$ cat config.mk
export PLATFORM = sky130hd
export DESIGN_NAME = digital_clock_top
export DESIGN_NICKNAME = d
export VERILOG_FILES = /design/src/source/display_pkg.sv /design/src/source/clock_pkg.sv /design/src/source/digital_clock_top.sv /design/src/source/display_scan.sv /design/src/source/digit_encoder.sv /design/src/source/time_keeper.sv /design/src/source/clock_controller.sv /design/src/source/switch_conditioner.sv /design/src/source/tick_gen.sv
export SDC_FILE = /design/constraint.sdc
export NUM_CORES = 1
export LEC_CHECK = 0
export BUFFER_PORTS_ARGS = -buffer_cell sky130_fd_sc_hd__buf_4
export CAP_MARGIN = 10
export CORE_ASPECT_RATIO = 0.9
export CORE_UTILIZATION = 60
export DETAILED_ROUTE_END_ITERATION = 8
export PLACE_DENSITY_LB_ADDON = 0.12
export SLEW_MARGIN = 20
export SYNTH_ARGS = -nofsm -noshare
export SYNTH_HDL_FRONTEND = slang
export SYNTH_SLANG_ARGS = --single-unit
$ cat constraint.sdc
create_clock -name clk -period 5.55 [get_ports clk]
set_input_delay 1.665 -clock clk [delete_from_list [all_inputs] [get_ports clk]]
set_output_delay 1.665 -clock clk [all_outputs]
set_load 0.05 [all_outputs]
$ cat src/source/display_pkg.sv
// Display package: digit count, segment types and the seven-segment decode table
package display_pkg;

	// Scanned digits: sec ones, sec tens, min ones, min tens
	localparam int DIGIT_COUNT = 4;

	// One decimal digit
	typedef logic [3:0] digit_t;

	// Segments a..g on bits 6..0, active high
	typedef logic [6:0] segment_t;

	// Scan index
	typedef logic [1:0] digit_sel_t;

	// All segments off
	localparam segment_t SEG_BLANK = 7'b000_0000;

	// ----------------------------------------------------------
	// Digit to segment decode
	// ----------------------------------------------------------
	function automatic segment_t seg_of_digit(input digit_t digit);
		segment_t seg;
		case (digit)
			4'd0:    seg = 7'b111_1110;
			4'd1:    seg = 7'b011_0000;
			4'd2:    seg = 7'b110_1101;
			4'd3:    seg = 7'b111_1001;
			4'd4:    seg = 7'b011_0011;
			4'd5:    seg = 7'b101_1011;
			4'd6:    seg = 7'b101_1111;
			4'd7:    seg = 7'b111_0000;
			4'd8:    seg = 7'b111_1111;
			4'd9:    seg = 7'b111_0011;
			// Values above 9 stay dark
			default: seg = SEG_BLANK;
		endcase
		return seg;
	endfunction

endpackage

$ cat src/source/clock_pkg.sv
// Clock package: time field type, field limit, mode and position codes
package clock_pkg;

	// ----------------------------------------------------------
	// Time fields
	// ----------------------------------------------------------

	// One minutes or seconds value, 0 to 59
	typedef logic [5:0] time_field_t;

	// Last value before wrap
	localparam time_field_t FIELD_MAX = 6'd59;

	// ----------------------------------------------------------
	// Control codes
	// ----------------------------------------------------------

	// Operating mode, stepped by the mode switch
	typedef enum logic [1:0] {
		MODE_CLOCK = 2'b00,
		MODE_SETUP = 2'b01,
		MODE_ALARM = 2'b10
	} mode_t;

	// Field picked by the position switch
	typedef enum logic {
		POS_SEC = 1'b0,
		POS_MIN = 1'b1
	} position_t;

endpackage
$ cat src/source/digital_clock_top.sv
// Digital clock top: strobe dividers, switch handling, time keeping and display scan
module digital_clock_top #(
	parameter int TICKS_PER_SEC    = 50_000_000,
	parameter int TICKS_PER_SAMPLE = 500_000,
	parameter int TICKS_PER_SCAN   = 5_000
) (
	input  logic                                clk,
	input  logic                                rst_n,
	input  logic [3:0]                          i_sw_n,
	output display_pkg::segment_t               o_seg,
	output logic                                o_seg_dp,
	output logic [display_pkg::DIGIT_COUNT-1:0] o_seg_enb,
	output logic                                o_alarm
);

	// Switch bit map
	localparam int SWITCH_COUNT = 4;
	localparam int SW_MODE      = 0;
	localparam int SW_POS       = 1;
	localparam int SW_STEP      = 2;
	localparam int SW_ALARM     = 3;

	logic sec_tick;
	logic sample_tick;
	logic scan_tick;
	logic [SWITCH_COUNT-1:0] press;
	clock_pkg::mode_t mode;
	logic alarm_en;
	logic sec_run;
	logic set_sec;
	logic set_min;
	logic set_alarm_sec;
	logic set_alarm_min;
	clock_pkg::time_field_t show_min;
	clock_pkg::time_field_t show_sec;
	display_pkg::segment_t seg_codes [display_pkg::DIGIT_COUNT];

	// ----------------------------------------------------------
	// Strobe dividers
	// ----------------------------------------------------------
	tick_gen #(.DIVISOR(TICKS_PER_SEC)) u_sec_tick (
		.clk    (clk),
		.rst_n  (rst_n),
		.o_tick (sec_tick)
	);

	tick_gen #(.DIVISOR(TICKS_PER_SAMPLE)) u_sample_tick (
		.clk    (clk),
		.rst_n  (rst_n),
		.o_tick (sample_tick)
	);

	tick_gen #(.DIVISOR(TICKS_PER_SCAN)) u_scan_tick (
		.clk    (clk),
		.rst_n  (rst_n),
		.o_tick (scan_tick)
	);

	// ----------------------------------------------------------
	// Switches and control
	// ----------------------------------------------------------
	switch_conditioner #(.SWITCH_COUNT(SWITCH_COUNT)) u_switch_conditioner (
		.clk      (clk),
		.rst_n    (rst_n),
		.i_sample (sample_tick),
		.i_sw_n   (i_sw_n),
		.o_press  (press)
	);

	// Position only steers the step strobes inside the controller
	clock_controller u_clock_controller (
		.clk             (clk),
		.rst_n           (rst_n),
		.i_sec_tick      (sec_tick),
		.i_press_mode    (press[SW_MODE]),
		.i_press_pos     (press[SW_POS]),
		.i_press_step    (press[SW_STEP]),
		.i_press_alarm   (press[SW_ALARM]),
		.o_mode          (mode),
		.o_position      (),
		.o_alarm_en      (alarm_en),
		.o_sec_run       (sec_run),
		.o_set_sec       (set_sec),
		.o_set_min       (set_min),
		.o_set_alarm_sec (set_alarm_sec),
		.o_set_alarm_min (set_alarm_min)
	);

	// ----------------------------------------------------------
	// Time keeping and display
	// ----------------------------------------------------------
	time_keeper u_time_keeper (
		.clk             (clk),
		.rst_n           (rst_n),
		.i_mode          (mode),
		.i_alarm_en      (alarm_en),
		.i_sec_run       (sec_run),
		.i_set_sec       (set_sec),
		.i_set_min       (set_min),
		.i_set_alarm_sec (set_alarm_sec),
		.i_set_alarm_min (set_alarm_min),
		.o_show_min      (show_min),
		.o_show_sec      (show_sec),
		.o_alarm         (o_alarm)
	);

	digit_encoder u_digit_encoder (
		.i_min       (show_min),
		.i_sec       (show_sec),
		.o_seg_codes (seg_codes)
	);

	display_scan u_display_scan (
		.clk         (clk),
		.rst_n       (rst_n),
		.i_scan      (scan_tick),
		.i_seg_codes (seg_codes),
		.i_mode      (mode),
		.o_seg       (o_seg),
		.o_seg_dp    (o_seg_dp),
		.o_seg_enb   (o_seg_enb)
	);

endmodule

$ cat src/source/display_scan.sv
// Display scanner: steps through digits, drives active-low enables, segments and mode dots
module display_scan (
	input  logic                                clk,
	input  logic                                rst_n,
	input  logic                                i_scan,
	input  display_pkg::segment_t               i_seg_codes [display_pkg::DIGIT_COUNT],
	input  clock_pkg::mode_t                    i_mode,
	output display_pkg::segment_t               o_seg,
	output logic                                o_seg_dp,
	output logic [display_pkg::DIGIT_COUNT-1:0] o_seg_enb
);

	localparam display_pkg::digit_sel_t LAST_SEL =
		display_pkg::digit_sel_t'(display_pkg::DIGIT_COUNT - 1);

	display_pkg::digit_sel_t scan_idx;
	display_pkg::digit_sel_t next_idx;
	logic [display_pkg::DIGIT_COUNT-1:0] enb_next;
	logic dp_next;

	// Index for the coming cycle, so outputs line up with it
	always_comb begin
		next_idx = scan_idx;
		if (i_scan) begin
			next_idx = (scan_idx == LAST_SEL) ? '0 : scan_idx + 1'b1;
		end
		// One low enable at a time
		for (int i = 0; i < display_pkg::DIGIT_COUNT; i++) begin
			enb_next[i] = (next_idx != display_pkg::digit_sel_t'(i));
		end
		// Dot marks the mode: digit 0 setup, digit 1 alarm
		case (i_mode)
			clock_pkg::MODE_SETUP: dp_next = (next_idx == 2'd0);
			clock_pkg::MODE_ALARM: dp_next = (next_idx == 2'd1);
			default:               dp_next = 1'b0;
		endcase
	end

	// ----------------------------------------------------------
	// Registered scan state and outputs
	// ----------------------------------------------------------
	always_ff @(posedge clk or negedge rst_n) begin
		if (!rst_n) begin
			scan_idx  <= '0;
			o_seg_enb <= {{(display_pkg::DIGIT_COUNT-1){1'b1}}, 1'b0};
			o_seg_dp  <= 1'b0;
		end else begin
			scan_idx  <= next_idx;
			o_seg_enb <= enb_next;
			o_seg_dp  <= dp_next;
		end
	end

	// Segment pattern of the selected digit
	always_ff @(posedge clk) begin
		o_seg <= i_seg_codes[next_idx];
	end

endmodule

$ cat src/source/digit_encoder.sv
// Digit encoder: splits minutes and seconds into decimal digits and decodes segments
module digit_encoder (
	input  clock_pkg::time_field_t i_min,
	input  clock_pkg::time_field_t i_sec,
	output display_pkg::segment_t  o_seg_codes [display_pkg::DIGIT_COUNT]
);

	// Decimal digits of each field
	display_pkg::digit_t sec_ones;
	display_pkg::digit_t sec_tens;
	display_pkg::digit_t min_ones;
	display_pkg::digit_t min_tens;

	// ----------------------------------------------------------
	// Tens and ones split
	// ----------------------------------------------------------

	// Fields top out at 59, so tens fit in four bits
	always_comb begin
		sec_tens = display_pkg::digit_t'(i_sec / 10);
		sec_ones = display_pkg::digit_t'(i_sec % 10);
		min_tens = display_pkg::digit_t'(i_min / 10);
		min_ones = display_pkg::digit_t'(i_min % 10);
	end

	// ----------------------------------------------------------
	// Segment decode
	// ----------------------------------------------------------

	// Rightmost digit first
	always_comb begin
		o_seg_codes[0] = display_pkg::seg_of_digit(sec_ones);
		o_seg_codes[1] = display_pkg::seg_of_digit(sec_tens);
		o_seg_codes[2] = display_pkg::seg_of_digit(min_ones);
		o_seg_codes[3] = display_pkg::seg_of_digit(min_tens);
	end

endmodule

$ cat src/source/time_keeper.sv
// Time keeper: time and alarm counters, minute carry, display select and alarm latch
module time_keeper (
	input  logic                   clk,
	input  logic                   rst_n,
	input  clock_pkg::mode_t       i_mode,
	input  logic                   i_alarm_en,
	input  logic                   i_sec_run,
	input  logic                   i_set_sec,
	input  logic                   i_set_min,
	input  logic                   i_set_alarm_sec,
	input  logic                   i_set_alarm_min,
	output clock_pkg::time_field_t o_show_min,
	output clock_pkg::time_field_t o_show_sec,
	output logic                   o_alarm
);

	// Running time
	clock_pkg::time_field_t sec_q;
	clock_pkg::time_field_t min_q;
	// Alarm setting
	clock_pkg::time_field_t alarm_sec_q;
	clock_pkg::time_field_t alarm_min_q;

	logic sec_carry;
	logic time_match;

	// Modulo-60 increment
	function automatic clock_pkg::time_field_t next_field(input clock_pkg::time_field_t value);
		clock_pkg::time_field_t next;
		if (value >= clock_pkg::FIELD_MAX) begin
			next = '0;
		end else begin
			next = value + 1'b1;
		end
		return next;
	endfunction

	// Carry only from a running tick, never from a set step
	assign sec_carry = i_sec_run && (sec_q == clock_pkg::FIELD_MAX);

	// ----------------------------------------------------------
	// Field counters
	// ----------------------------------------------------------
	always_ff @(posedge clk or negedge rst_n) begin
		if (!rst_n) begin
			sec_q       <= '0;
			min_q       <= '0;
			alarm_sec_q <= '0;
			alarm_min_q <= '0;
		end else begin
			if (i_sec_run || i_set_sec) begin
				sec_q <= next_field(sec_q);
			end
			if (i_set_min || sec_carry) begin
				min_q <= next_field(min_q);
			end
			// Alarm fields move on their own steps only
			if (i_set_alarm_sec) begin
				alarm_sec_q <= next_field(alarm_sec_q);
			end
			if (i_set_alarm_min) begin
				alarm_min_q <= next_field(alarm_min_q);
			end
		end
	end

	// ----------------------------------------------------------
	// Alarm latch
	// ----------------------------------------------------------
	assign time_match = (sec_q == alarm_sec_q) && (min_q == alarm_min_q);

	// Set on match, hold while enabled, clear when disabled
	always_ff @(posedge clk or negedge rst_n) begin
		if (!rst_n) begin
			o_alarm <= 1'b0;
		end else begin
			o_alarm <= i_alarm_en && (o_alarm || time_match);
		end
	end

	// Alarm mode shows the alarm setting
	assign o_show_sec = (i_mode == clock_pkg::MODE_ALARM) ? alarm_sec_q : sec_q;
	assign o_show_min = (i_mode == clock_pkg::MODE_ALARM) ? alarm_min_q : min_q;

endmodule

$ cat src/source/clock_controller.sv
// Clock controller: mode, position and alarm-enable state, routes run and step strobes
module clock_controller (
	input  logic                 clk,
	input  logic                 rst_n,
	input  logic                 i_sec_tick,
	input  logic                 i_press_mode,
	input  logic                 i_press_pos,
	input  logic                 i_press_step,
	input  logic                 i_press_alarm,
	output clock_pkg::mode_t     o_mode,
	output clock_pkg::position_t o_position,
	output logic                 o_alarm_en,
	output logic                 o_sec_run,
	output logic                 o_set_sec,
	output logic                 o_set_min,
	output logic                 o_set_alarm_sec,
	output logic                 o_set_alarm_min
);

	// Step press qualified by mode
	logic step_setup;
	logic step_alarm;

	// ----------------------------------------------------------
	// Control state
	// ----------------------------------------------------------
	always_ff @(posedge clk or negedge rst_n) begin
		if (!rst_n) begin
			o_mode     <= clock_pkg::MODE_CLOCK;
			o_position <= clock_pkg::POS_SEC;
			o_alarm_en <= 1'b0;
		end else begin
			// Mode ring clock -> setup -> alarm -> clock
			if (i_press_mode) begin
				case (o_mode)
					clock_pkg::MODE_CLOCK: o_mode <= clock_pkg::MODE_SETUP;
					clock_pkg::MODE_SETUP: o_mode <= clock_pkg::MODE_ALARM;
					default:               o_mode <= clock_pkg::MODE_CLOCK;
				endcase
			end
			// Position flips between seconds and minutes
			if (i_press_pos) begin
				o_position <= (o_position == clock_pkg::POS_SEC) ?
					clock_pkg::POS_MIN : clock_pkg::POS_SEC;
			end
			if (i_press_alarm) begin
				o_alarm_en <= ~o_alarm_en;
			end
		end
	end

	// ----------------------------------------------------------
	// Strobe routing
	// ----------------------------------------------------------

	// Time frozen while in setup
	assign o_sec_run = i_sec_tick &&
		((o_mode == clock_pkg::MODE_CLOCK) || (o_mode == clock_pkg::MODE_ALARM));

	// Steps ignored in clock mode
	assign step_setup = i_press_step && (o_mode == clock_pkg::MODE_SETUP);
	assign step_alarm = i_press_step && (o_mode == clock_pkg::MODE_ALARM);

	// Position picks the field
	assign o_set_sec       = step_setup && (o_position == clock_pkg::POS_SEC);
	assign o_set_min       = step_setup && (o_position == clock_pkg::POS_MIN);
	assign o_set_alarm_sec = step_alarm && (o_position == clock_pkg::POS_SEC);
	assign o_set_alarm_min = step_alarm && (o_position == clock_pkg::POS_MIN);

endmodule

$ cat src/source/switch_conditioner.sv
// Switch conditioner: synchronizes and debounces active-low switches into press pulses
module switch_conditioner #(
	parameter int SWITCH_COUNT = 4
) (
	input  logic                    clk,
	input  logic                    rst_n,
	input  logic                    i_sample,
	input  logic [SWITCH_COUNT-1:0] i_sw_n,
	output logic [SWITCH_COUNT-1:0] o_press
);

	// Two-flop synchronizer, raw active-low levels
	logic [SWITCH_COUNT-1:0] sync_q1;
	logic [SWITCH_COUNT-1:0] sync_q2;
	// Sample history, 1 means pressed
	logic [SWITCH_COUNT-1:0] hist_q1;
	logic [SWITCH_COUNT-1:0] hist_q2;
	// Debounced state
	logic [SWITCH_COUNT-1:0] accepted;

	// ----------------------------------------------------------
	// Synchronizer and sampled history
	// ----------------------------------------------------------
	always_ff @(posedge clk or negedge rst_n) begin
		if (!rst_n) begin
			// Released is high on the pins
			sync_q1 <= '1;
			sync_q2 <= '1;
			hist_q1 <= '0;
			hist_q2 <= '0;
		end else begin
			sync_q1 <= i_sw_n;
			sync_q2 <= sync_q1;
			// Shift only on the sample strobe
			if (i_sample) begin
				hist_q1 <= ~sync_q2;
				hist_q2 <= hist_q1;
			end
		end
	end

	// Accept on two pressed samples, drop on two released samples
	always_ff @(posedge clk or negedge rst_n) begin
		if (!rst_n) begin
			accepted <= '0;
		end else begin
			accepted <= (accepted | (hist_q1 & hist_q2)) & (hist_q1 | hist_q2);
		end
	end

	// Single cycle pulse on the released to pressed turn
	assign o_press = hist_q1 & hist_q2 & ~accepted;

endmodule

$ cat src/source/tick_gen.sv
// Tick generator: one-cycle enable strobe every DIVISOR clocks
module tick_gen #(
	parameter int DIVISOR = 4
) (
	input  logic clk,
	input  logic rst_n,
	output logic o_tick
);

	// Counter just wide enough for DIVISOR-1
	localparam int CNT_W = (DIVISOR > 1) ? $clog2(DIVISOR) : 1;
	localparam logic [CNT_W-1:0] CNT_LAST = CNT_W'(DIVISOR - 1);

	logic [CNT_W-1:0] cnt;

	// ----------------------------------------------------------
	// Wrapping period counter
	// ----------------------------------------------------------
	always_ff @(posedge clk or negedge rst_n) begin
		if (!rst_n) begin
			cnt <= '0;
		end else if (cnt == CNT_LAST) begin
			// End of period, start over
			cnt <= '0;
		end else begin
			cnt <= cnt + 1'b1;
		end
	end

	// Strobe on the last count of each period
	// First one lands DIVISOR cycles after reset
	assign o_tick = (cnt == CNT_LAST);

endmodule

After elaboration in Yosys (flattened, before gate mapping)
Memory sizes are Yosys's and may differ from the RTL's. Cells that the tools add are included.

Bits in registers: 121. Bits in latches: 0. Bits in writable memories: 0. Memory bits (read-only): 448. Bits of input ports: 6. Output and inout port bits: 13. Logic and storage cells: 98. Memories kept: 4.

Add/sub/neg operators: 8. Multiply operators: 0. Div/mod/pow operators: 4. Magnitude comparators: 5. Eq/ne operators: 13. Shifts and indexed selects: 0. Mux-type cells: 17. Bitwise operators: 10. Reduce and logical (&&, ||, !) cells: 17.

Memories: (no name shown) (depth 16, bits a word 7, rd ports 1, clocked after Yosys merged registers in 0, wr ports 0, line display_pkg.sv:24) `case (digit)`; (no name shown) (depth 16, bits a word 7, rd ports 1, clocked after Yosys merged registers in 0, wr ports 0, line display_pkg.sv:24); (no name shown) (depth 16, bits a word 7, rd ports 1, clocked after Yosys merged registers in 0, wr ports 0, line display_pkg.sv:24); (no name shown) (depth 16, bits a word 7, rd ports 1, clocked after Yosys merged registers in 0, wr ports 0, line display_pkg.sv:24).

Operators with widths (number): divider 6 x 4 -> 32 bit (second input constant) (2); modulo 6 x 4 -> 32 bit (second input constant) (2); 2-to-1 mux 6 bit (6); adder 26 x 1 -> 26 bit (second input constant) (1); == test 26 bit (second input constant) (1); 2-to-1 mux 26 bit (1); adder 6 x 1 -> 6 bit (second input constant) (4); greater-or-equal comparator 6 bit (second input constant) (4); adder 19 x 1 -> 19 bit (second input constant) (1); == test 19 bit (second input constant) (1); 2-to-1 mux 19 bit (1); binary-select mux 7 bit (select 2 bit) (1); 2-to-1 mux 7 bit (2); adder 13 x 1 -> 13 bit (second input constant) (1); == test 13 bit (second input constant) (1); 2-to-1 mux 13 bit (1); AND 4 bit (3); == test 6 bit (2); logical AND 1 bit (10); inverter 4 bit (2); OR 4 bit (2); == test 6 bit (second input constant) (1); == test 2 x 1 -> 1 bit (second input constant) (2); == test 2 bit (second input constant) (2); other kinds (13) (20).

Logic depth before layout (Yosys ltp)
Gate-level depths: netlist of the first run.

Depth in word-level cells: 7. Depth in mapped cells: 22. Gate-level depth less buffers: 20.

By module
From an unflattened synthesis of the first run, not the netlist that was laid out.

Cell total of the unflattened synthesis: 790. Area total of the unflattened synthesis: 7465.9 µm².

Modules (own cells, without submodules): time_keeper (times used 1, cells each 200, area an instance 1597.8 µm², seq. area each 625.6 µm²); digit_encoder (times used 1, cells each 212, area an instance 1516.5 µm², seq. area each 0.0 µm²); tick_gen (u_sec_tick) (times used 1, cells each 134, area an instance 1337.5 µm², seq. area each 650.6 µm²); tick_gen (u_sample_tick) (times used 1, cells each 85, area an instance 917.1 µm², seq. area each 475.5 µm²); switch_conditioner (times used 1, cells each 48, area an instance 675.6 µm², seq. area each 510.5 µm²); display_scan (times used 1, cells each 41, area an instance 615.6 µm², seq. area each 319.1 µm²); tick_gen (u_scan_tick) (times used 1, cells each 54, area an instance 608.1 µm², seq. area each 325.3 µm²); clock_controller (times used 1, cells each 16, area an instance 197.7 µm², seq. area each 100.1 µm²).

Least setup slack after synthesis of the first run
No wires, ideal clock.

Path kind: flip-flop to flip-flop. From: register u_clock_controller.o_mode[0]. To: register u_display_scan.o_seg[3]. Arrival: 4.384 ns. Data required time: 5.459 ns. Setup slack: 1.075 ns. Stages on the path, launching flop included: 22. Buffers on the path: 1. Period minus slack after synthesis: 4.475 ns. Path through: dfrtp_1 -> inv_1 -> ha_1 -> buf_4 -> mux2i_4 -> inv_2 -> ha_1 -> nand2b_1 -> ha_1 -> nor2b_1 -> o21ai_0 -> nor3_1 -> nor4_4 -> o2bb2ai_1 -> nand3_2 -> xnor2_1 -> inv_1 -> ha_1 -> nor3_1 -> and2_0 -> o31ai_1 -> a311oi_1.

Cells in the longest elaborated chain, start to end: 7. Elaborated cells on any way between the ends: 14. Classes of those cells: div: 4; eq/ne: 1; mux: 5; memory: 4.

Ends and longest elaborated chain: from (decl) (line clock_controller.sv:10) `output clock_pkg::mode_t o_mode,`; from (signal assigned) (line clock_controller.sv:29) `o_mode <= clock_pkg::MODE_CLOCK;`; from (signal assigned) (line clock_controller.sv:36) `clock_pkg::MODE_CLOCK: o_mode <= clock_pkg::MODE_SETUP;`; from (signal assigned) (line clock_controller.sv:37) `clock_pkg::MODE_SETUP: o_mode <= clock_pkg::MODE_ALARM;`; == test 2 bit * (line time_keeper.sv:82, time_keeper.sv:83); 2-to-1 mux 6 bit (on tied branches) (line time_keeper.sv:83, time_keeper.sv:82); divider 6 x 4 -> 32 bit, or another cell as far along (line digit_encoder.sv:22) `min_tens = display_pkg::digit_t'(i_min / 10);`; memory read (16 x 7 bit); binary-select mux 7 bit (select 2 bit) * (line display_scan.sv:56) `o_seg <= i_seg_codes[next_idx];`; 2-to-1 mux 7 bit (implied by the code) * (2 in series) (line display_scan.sv:56); to (signal assigned) (line display_scan.sv:56); to (decl) (line display_scan.sv:8) `output display_pkg::segment_t o_seg,`.

Mark *: on every way between the ends. The rest lies on a longest branch, timed or not. The select of a mux whose other input is x is not followed. A chain may end at the register's enable or synchronous reset.

Worst setup path after layout of the first run
Same ends and word-level chain as after synthesis.

==> metrics.md, run 1 <==
| Metric | Value |
|---|---|
| Cts bufs inserted | 17 |
| Post-synthesis register bit count | 121 |
| Die ar. | between 10000 and 15000 um^2 |
| Switching part of the total | about 23% |
| Fillers | 991 |
| CP max stage delay | 430 ps |
| Initial Util | 61.5% |
| Mapped Area | slightly below 8000 um^2 |
| Proportion of layout cells with a drive suffix above 1 | ~16% |
| Worst reg2reg endpoint | u_display_scan.o_seg[3] |
| Vias | between 6000 and 7000 |
| CP Capture Type | register |
| Worst slew margin | a little under two fifths |
| CTS Buffer Depth | 2 |
| # nets final | 900 |
| Detail Route Antenna Nets | 0 |
| Crit-path max FO | 10 |
| Avg Vias per Cell | about 6.0 |
| CTS tree | built |
| Setup TNS | 0 ps |
| Port buffer count | 18 |
| Fin. Hold Viols | 0 |
| Synth top area share | 32.9% |
| Final period util | 90.5% |
| GPL Wtd Cong | ~0.93 |
| Tmin final | around 5000 ps |
| Number of synthesized flops with an enable pin | 0 |
| Syn nets | between 800 and 900 |
| Power per cell area | ~230 nW/um^2 |
| DR DRC count | 0 |
| Post-Synth Simple-Gate Area | between 20% and 30% |
| Area fraction in compound gates after synthesis | 15.9% |
| ANT cells | 0 |
| Routed len/inst | 16.2 um |
| Worst-Skew Late Latency | between 400 and 500 ps |
| Post-DP HPWL | approximately 12000 um |
| Worst hold slack | roughly 350 ps |
| Root buf cell | clkbuf_16 |
| Final core occ | between 60% and 70% |
| R2R setup slack | 530 ps |
| Synth async-reset ratio | 94.2% |
| Synthesized area per cell | ~9.5 um^2 |
| Post CTS Setup Buffer Count | 0 |
| LEAKAGE | 3.77 nW |
| Htree depth | 4 |
| Post-route cell area | between 8000 and 9000 um^2 |
| Gr usage total | ~27% |
| Top cells by area, synth | dfrtp_1, ha_1, xnor2_1 |
| Setup Skew | roughly 6.5 ps |
| Max-cap viol count | 0 |
| Cell total after placement | 992 |
| Most frequent cells in the layout | dfrtp_1, nor2_1, nand2_1 |
| Ys flop type | dfrtp_1 |
| Critical path capture point | u_display_scan.o_seg[3] |
| I/O pins | 19 |
| Clk pwr share | a little over half |
| WP data required | ~5900 ps |
| Mux cell area share after synthesis | under 10% |
| Area of placed instances | ~8000 um^2 |
| Worst path top cell family by delay | compound AO/OA/AOI/OAI gates |
| WP buf/inv | 3 |
| Reg-to-Reg Start | u_clock_controller.o_mode[0] |
| Placeable Area | about 13000 um^2 |
| Netlist cell types | 88 |
| CTS Sinks | about 120 |
| Commonest non-fill, non-tap cell in the layout | dfrtp_1 |
| Cells along the critical path | inv_1 -> ha_1 -> mux2i_4 -> inv_2 -> ha_1 -> nand2b_1 -> ha_1 -> nor2b_1 -> o21ai_0 -> nor3_2 -> o311a_1 -> a211oi_2 -> nand3_2 -> xnor2_1 -> inv_1 -> ha_1 -> nor3_1 -> and2_0 -> o31ai_1 -> a311oi_1 |
| Die X | between 100 and 150 um |
| Vias in the first global route | a little over 6000 |
| Mapped Cells | roughly 830 |
| RSZ-0062 raised after global routing | false |
| CTS Hold Buffers Added | 0 |
| Antenna violations before repair | 0 |
| Layout Cells excl Fill | slightly above 1000 |
| Outcome | finished clean |
| Cell taking the most area after synthesis | dfrtp_1 |
| Number of cell rows | 39 |
| Crit Path Category | reg2reg |
| Internal | between 1.5 and 2 mW |
| GR Overflow Total | 0 |
| Critical path depth | 20 |
| First-pass GRT wire length | 29000 um |
| Die Ht | approximately 110 um |
| Yosys warning total | 0 |
| Layout area overhead | 10.9% |
| Logic pwr share | roughly 1.0% |
| Tightest Pin Transition | slightly above 900 ps |
| Post-synthesis adder-cell area fraction | ~8% |
| Largest family of logic cells by synthesized area | simple AND/OR/NAND/NOR gates |
| Sw power | approximately 0.44 mW |
| Clk slew on worst S/H paths | around 60 ps |
| Max frequency | 199 MHz |
| Maximum VDD drop | roughly 300 uV |
| Data arrival, critical path | around 5400 ps |
| Cell mode on critical path | ha_1 |
| Sequential power share | 45.3% |
| Post-synthesis sequential area ratio | 38.4% |
| R2R cell count | 20 |
| HP Class | reg2reg |
| Max-slew violation count | 0 |
| CP Launch Point | u_clock_controller.o_mode[0] |
| Final Setup Violations | 0 |
| TritonRoute pass-1 iters | 5 |
| Worst Setup Start Kind | register |
| WL final | 16600 um |
| XOR/XNOR Fraction of Synth Area | 8.13% |
| First DRT Iteration DRCs | 466 |
| Pin count of the biggest net entering global routing | 53 |
| CP max stage cell | a211oi_2 |
| Hold depth | 0 |
power by group through the flow:
stage | Combinational (mW) | Clock [mW] | Sequential [mW]
after floorplan | 0.0000436 | 0 | 0.904
after global placement | 0.0203 | 0 | 0.903
after detailed placement | 0.0208 | 0 | 0.904
after CTS | 0.0211 | 1.07 | 0.888
after global routing | 0.0233 | 1.12 | 0.888
final | 0.0196 | 1.05 | 0.888
cell usage after synthesis (all sizes together), types with 4 or more instances:
master	number
o21a	7
o31ai	13
xor2	33
mux2i	21
and3	20
nor4	8
ha	47
nor3	22
nor2	79
buf	8
mux2	16
clkbuf	17
a21oi	36
o21ai	45
nand4	26
o211ai	8
dfrtp	103
a21o	7
nand2	62
nand2b	7
dfxtp	7
a221oi	5
and2	6
o22ai	4
maj3	5
nor2b	7
a211oi	15
a31oi	7
xnor2	38
nand3	48
nor3b	4
dfstp	11
a2111oi	4
inv	37
a31o	6
worst min-delay path by stage:
stage,startpoint,end,slack [ps]
2_1_floorplan,u_switch_conditioner.sync_q1[0],u_switch_conditioner.sync_q2[0],350
3_3_place_gp,u_switch_conditioner.sync_q1[1],u_switch_conditioner.sync_q2[1],350
3_5_place_dp,u_switch_conditioner.sync_q1[0],u_switch_conditioner.sync_q2[0],350
4_1_cts,u_switch_conditioner.sync_q1[0],u_switch_conditioner.sync_q2[0],360
5_1_grt,u_switch_conditioner.sync_q1[0],u_switch_conditioner.sync_q2[0],360
6_report,u_switch_conditioner.sync_q1[0],u_switch_conditioner.sync_q2[0],350
sequential cells by signal (all words and copies together), names as in the netlist, 6 cells and up:
signal and cells:
u_time_keeper.min_q 6, u_scan_tick.cnt 13, u_time_keeper.alarm_min_q 6, u_sample_tick.cnt 19, u_time_keeper.sec_q 6, u_sec_tick.cnt 26, u_time_keeper.alarm_sec_q 6, u_display_scan.o_seg 7
cell families (layout without fill, tap and decap cells):
| group | count (synthesis) | count (layout) |
|---|---|---|
| mux | 37 | 37 |
| simple gates | 308 | 308 |
| buf+inv | 63 | 96 |
| xor+xnor | 71 | 71 |
| compound gates | 175 | 175 |
| flops | 121 | 121 |
| fa+ha+maj | 52 | 52 |
per-stage QoR:
stage	setup WS [ps]	power, mW
floorplan	1070	0.904
global placement	758	0.924
detailed placement	507	0.924
CTS	464	1.98
global route	18.1	2.03
finish	528	1.96
layout make-up:
class	count	area [um^2]	share of cell area (%)
Multi-Input combinational cell	643	4570	52.6
Tap cell	164	205	2.36
Inverter	38	148	1.70
Clock inverter	15	140	1.61
Timing Repair Buffer	26	195	2.25
Sequential cell	121	3010	34.6
Clock buffer	17	425	4.89
layer usage:
layer  part of all wire (%)  vias up  wire length, um  global-route usage [%]
met5                      0        -                0                       0
met4                    1.2        0              206                    7.80
met3                    3.2       21              527                    5.58
met2                     49      122             8090                    44.6
met1                     47     2986             7800                    35.3
li1                       -     3039                -                       -
what timing repair did:
item,4_1_cts,5_1_grt
gates resized for setup,0,1
endpoints found under the hold margin,0,0
setup endpoints to repair,0,1
No activity file was read; power rests on OpenSTA's default activity.
==> inputs of run 2 (changes only) <==
- CTS_BUF_LIST: default -> sky130_fd_sc_hd__clkbuf_2
==> run 2 against run 1 <==
Net effect: setup slack worse by 42 ps; critical path type unchanged; sequential power is essentially flat; largest cell class unchanged; critical endpoint unchanged; clock skew grew 29 ps; highest routed layer unchanged; final area fell by 3.9%; first-iteration DRC count increased by 1.5%; register-to-register slack got worse by 40 ps.
==> metrics.md, run 2 (synthesis results as in run 1) <==
| Metric | Value |
|---|---|
| Outcome | finished clean |
| Met1 Track Usage GR | a little over a third |
| Placeable Area | around 13000 um^2 |
| CP Capture Type | register |
| Final Setup Violations | 0 |
| CP max stage delay | 440 ps |
| Tightest Pin Transition | between 900 and 1000 ps |
| Data arrival, critical path | between 5000 and 6000 ps |
| CTS Hold Buffers Added | 0 |
| Largest register FFs | 26 |
| LEAKAGE | between 3 and 4 nW |
| CTS Buffer Depth | 2 |
| Max frequency | about 200 MHz |
| Post-route setup slack | between 400 and 500 ps |
| Setup TNS | 0 ps |
| GR Overflow Total | 0 |
| Detail Route Antenna Nets | 0 |
| Met3 track demand over resource | under 10% |
| First-pass GRT wire length | about 28000 um |
| Commonest non-fill, non-tap cell in the layout | dfrtp_1 |
| Initial Util | roughly three fifths |
| Worst-Skew Late Latency | 710 ps |
| Cell mode on critical path | ha_1 |
| CTS tree | built |
| Die Ht | about 110 um |
| WP data required | 6190 ps |
| Reg area | 3010 um^2 |
| Fin. Hold Viols | 0 |
| ANT cells | 0 |
| Number of cell rows | 39 |
| Final period util | 91.2% |
| Crit-path max FO | 10 |
| Setup Skew | between 30 and 40 ps |
| Busiest grt layer | met2 |
| Worst path top cell family by delay | compound AO/OA/AOI/OAI gates |
| HP Class | reg2reg |
| Area of the multi-input gates | roughly 4600 um^2 |
| Routed len/inst | 15.8 um |
| Worst slew margin | approximately 37% |
| Die X | roughly 120 um |
| WL final | about 16000 um |
| Pin count of the biggest net entering global routing | 53 |
| GR Util met2 | between 40% and 50% |
| Vias | 6145 |
| Root buf cell | clkbuf_2 |
| Cts bufs inserted | 17 |
| I/O pins | 19 |
| DR DRC count | 0 |
| CP max stage cell | dfrtp_1 |
| Area of placed instances | 8120 um^2 |
| # nets final | 900 |
| Hold depth | 0 |
| Vias in the first global route | about 6100 |
| Fillers | 1033 |
| Antenna violations before repair | 0 |
| Overall power | about 1.5 mW |
| R2R setup slack | 490 ps |
| Port buffer count | 18 |
| Htree depth | 4 |
| Setup WS pre-CTS | 507 ps |
| Post-route cell area | between 8000 and 9000 um^2 |
| CP Launch Point | u_clock_controller.o_mode[0] |
| Avg Vias per Cell | 6.00 |
| Tmin final | approximately 5100 ps |
| Cells along the critical path | inv_1 -> ha_1 -> mux2i_4 -> inv_2 -> ha_1 -> nand2b_1 -> ha_1 -> nor2b_1 -> o21ai_0 -> nor3_2 -> o311a_1 -> a211oi_2 -> nand3_2 -> xnor2_1 -> inv_1 -> ha_1 -> nor3_1 -> and2_0 -> o31ai_1 -> a311oi_1 |
| Layout area overhead | 6.60% |
| Most frequent cells in the layout | dfrtp_1, nor2_1, nand2_1 |
| Clk slew on worst S/H paths | 210 ps |
| First DRT Iteration DRCs | about 470 |
| Crit Path Category | reg2reg |
| Post-DP HPWL | about 12000 um |
| Most flops, register | u_sec_tick.cnt |
| Max-slew violation count | 0 |
| CTS Sinks | roughly 120 |
| Die ar. | around 14000 um^2 |
| GPL Wtd Cong | ~0.93 |
| Critical path depth | 20 |
| Reg-to-Reg Start | u_clock_controller.o_mode[0] |
| Max-cap viol count | 0 |
| Gr usage total | 26.3% |
| Hold_sp | u_switch_conditioner.sync_q1[0] |
| Power per cell area | 174 nW/um^2 |
| Worst Setup Start Kind | register |
| Maximum VDD drop | roughly 200 uV |
| TritonRoute pass-1 iters | 6 |
| Proportion of layout cells with a drive suffix above 1 | 16.0% |
| R2R cell count | 20 |
| Biggest regs | u_sec_tick.cnt x26, u_sample_tick.cnt x19, u_scan_tick.cnt x13 |
| WP buf/inv | 3 |
[run 2: routing by layer]
metal	part of all wire, %	wire length (um)
met1	47	7610
met2	48	7820
met3	3.2	520
met4	1.2	200
met5	0	0
[run 2: area by class of cell]
class | count | area share (%)
timing repair buffer | 26 | 2.34
clock buffer | 17 | 1.02
inverter | 38 | 1.77
tap | 164 | 2.46
multi-input combinational | 643 | 54.7
clock inverter | 15 | 1.68
sequential | 121 | 36.0
[run 2: path summary, 6_finish.rpt]
| kind | end |
|---|---|
| setup / recovery | u_display_scan.o_seg[3] |
| hold / removal | u_switch_conditioner.sync_q2[0] |
| setup reg to reg | u_display_scan.o_seg[3] |
| hold reg to reg | u_switch_conditioner.sync_q2[0] |
| max in group asynchronous | u_switch_conditioner.sync_q2[1] |
| min in group asynchronous | u_scan_tick.cnt[5] |
[run 2: what timing repair did]
action                                  CTS  global route
endpoints found under the setup margin    0             1
buffers inserted                          0             0
resized for setup                         0             1
[run 2: power breakdown]
part	leakage [nW]	internal (mW)	switching (mW)
combinational	1.93	0.00312	0.0162
clock	0.134	0.171	0.375
sequential	1.57	0.887	0.000808
total	3.63	1.06	0.392
[run 2: stage by stage]
| step | cells | util, % | hold slack [ps] |
|---|---|---|---|
| 2_1_floorplan | 827 | - | 345 |
| 6_report | 1024 | 65.6 | 369 |
| 5_1_grt | 1024 | 65.6 | 378 |
| 4_1_cts | 1024 | 65.5 | 372 |
| 3_5_place_dp | 992 | 63.8 | 347 |
| 3_3_place_gp | 992 | 63.8 | 347 |
==> inputs of run 3 (changes only) <==
- CORE_ASPECT_RATIO: 0.9 -> default
==> run 3 against run 2 <==
Net effect: setup slack lost 61 ps; critical endpoint unchanged; total power increased by 2.3%; fmax shrank 1.2%; first-iteration DRC count shrank 14%; non-clock buffer count did not move; largest cell class unchanged; final cell count is 0.78% higher; worst hold slack improved by 2.1 ps; final area increased by 0.43%; largest power group unchanged.
==> metrics.md, run 3 (synthesis results as in run 1) <==
| Metric | Value |
|---|---|
| Outcome | finished clean |
| Biggest regs | u_sec_tick.cnt x26, u_sample_tick.cnt x19, u_scan_tick.cnt x13 |
| Setup TNS | 0 ps |
| TritonRoute pass-1 iters | 5 |
| Worst Setup Start Kind | register |
| Final core occ | between 60% and 70% |
| WP data required | 6160 ps |
| Final period util | about 92% |
| Avg Vias per Cell | between 5 and 6 |
| Vias in the first global route | around 6000 |
| Post CTS Setup Buffer Count | 0 |
| Port buffer count | 18 |
| Worst hold slack | about 370 ps |
| Largest register FFs | 26 |
| GPL Wtd Cong | roughly 0.91 |
| Tightest Pin Transition | between 700 and 800 ps |
| Most flops, register | u_sec_tick.cnt |
| Cell mode on critical path | ha_1 |
| Cells along the critical path | inv_1 -> ha_1 -> mux2i_4 -> inv_2 -> ha_1 -> nand2b_1 -> ha_1 -> nor2b_1 -> o21ai_0 -> nor3_1 -> nor4_4 -> o2bb2ai_1 -> nand3_2 -> xnor2_1 -> inv_1 -> ha_1 -> nor3_1 -> and2_0 -> o31ai_1 -> a311oi_1 |
| Maximum VDD drop | about 230 uV |
| First-pass GRT wire length | approximately 28000 um |
| # nets final | 900 |
| Fin. Hold Viols | 0 |
| CP Capture Type | register |
| Vias | roughly 6200 |
| Die ar. | approximately 14000 um^2 |
| Tmin final | 5130 ps |
| Data arrival, critical path | approximately 5700 ps |
| WL final | 16500 um |
| Worst slew margin | about half |
| LEAKAGE | ~3.6 nW |
| Setup Skew | around 40 ps |
| Max-cap viol count | 0 |
| PostCTS Resize Cnt | 0 |
| GR Overflow Total | 0 |
| Final Setup Violations | 0 |
| Number of cell rows | 41 |
| Gr usage total | a little over a quarter |
| Max-slew violation count | 0 |
| WP buf/inv | 3 |
| Root buf cell | clkbuf_2 |
| Power per cell area | roughly 180 nW/um^2 |
| Most frequent cells in the layout | dfrtp_1, nor2_1, nand2_1 |
| CTS tree | built |
| Max frequency | ~200 MHz |
| Detail Route Antenna Nets | 0 |
| Clk slew on worst S/H paths | around 200 ps |
| Crit-path max FO | 10 |
| Worst-Skew Late Latency | between 600 and 700 ps |
| Commonest non-fill, non-tap cell in the layout | dfrtp_1 |
| Setup WS pre-CTS | 473 ps |
| Initial Util | 61.8% |
| First DRT Iteration DRCs | roughly 410 |
| HP Class | reg2reg |
| Htree depth | 4 |
| Post-route cell area | 8390 um^2 |
| Routed len/inst | between 15 and 20 um |
| Placeable Area | around 13000 um^2 |
| Worst path top cell family by delay | simple AND/OR/NAND/NOR gates |
| Layout area overhead | 7.06% |
| RSZ-0062 raised after global routing | false |
| CTS Sinks | 121 |
| Pin count of the biggest net entering global routing | 86 |
| Crit Path Category | reg2reg |
| Cts bufs inserted | 17 |
| CP max stage cell | nor4_4 |
| Antenna violations before repair | 0 |
| Post-DP HPWL | between 10000 and 15000 um |
| CP max stage delay | about 560 ps |
| Area of placed instances | around 8100 um^2 |
| Post-route setup slack | ~420 ps |
| ANT cells | 0 |
| I/O pins | 19 |
| Die Ht | about 120 um |
| CTS Buffer Depth | 2 |
| CTS Hold Buffers Added | 0 |
| Die X | around 120 um |
| Proportion of layout cells with a drive suffix above 1 | ~16% |
| DR DRC count | 0 |
## run 3: cell types whose count changed in the layout (fill, tap and decap cells not counted), sizes merged
cell,delta
inv,-1
bufinv,+1
## run 3: layout make-up
type                       instances  area [um^2]
fill                            1099         4280
timing repair buffer              26          199
tap                              172          215
clock buffer                      17         85.1
multi-input combinational        643         4570
sequential                       121         3010
clock inverter                    15          163
inverter                          38          148
## run 3: final timing paths
kind                                                 start  cells after the start  slack, ps                              end
min reg2reg                u_switch_conditioner.sync_q1[3]                      0        370  u_switch_conditioner.sync_q2[3]
max                           u_clock_controller.o_mode[0]                     20        420          u_display_scan.o_seg[3]
min in group asynchronous                            rst_n                      1       1000               u_sec_tick.cnt[11]
min                        u_switch_conditioner.sync_q1[3]                      0        370  u_switch_conditioner.sync_q2[3]
max reg2reg                   u_clock_controller.o_mode[0]                     20        420          u_display_scan.o_seg[3]
max in group asynchronous                            rst_n                      2       3600  u_switch_conditioner.sync_q1[2]
## run 3: worst register-to-register path, delay by kind of cell (launching register included)
family | cells | cell delay, ps
and+or+nand+nor | 7 | 1590
buffers and inverters | 3 | 360
muxes | 1 | 360
xor gates and xnor gates | 1 | 320
DFF | 1 | 440
AOI/OAI and AO/OA | 4 | 880
adders and majority gates | 4 | 1120
## run 3: power breakdown
group / internal (mW) / switching [mW]
clock network: 0.214 / 0.365
logic: 0.00293 / 0.0158
registers: 0.887 / 0.000808
## run 3: per-stage QoR
step,std cells,total power [mW]
after floorplan,827,0.904
after global placement,1000,0.923
after detailed placement,1000,0.924
after CTS,1032,1.50
after global routing,1032,1.54
final,1032,1.49
## run 3: routing by layer
metal / vias up / part of all wire [%] / GRT usage [%]
met5: - / 0 / 0
met2: 124 / 48 / 44.1
met3: 25 / 3.4 / 4.51
met1: 2986 / 47 / 33.8
li1: 3047 / - / -
met4: 0 / 2.1 / 10.3
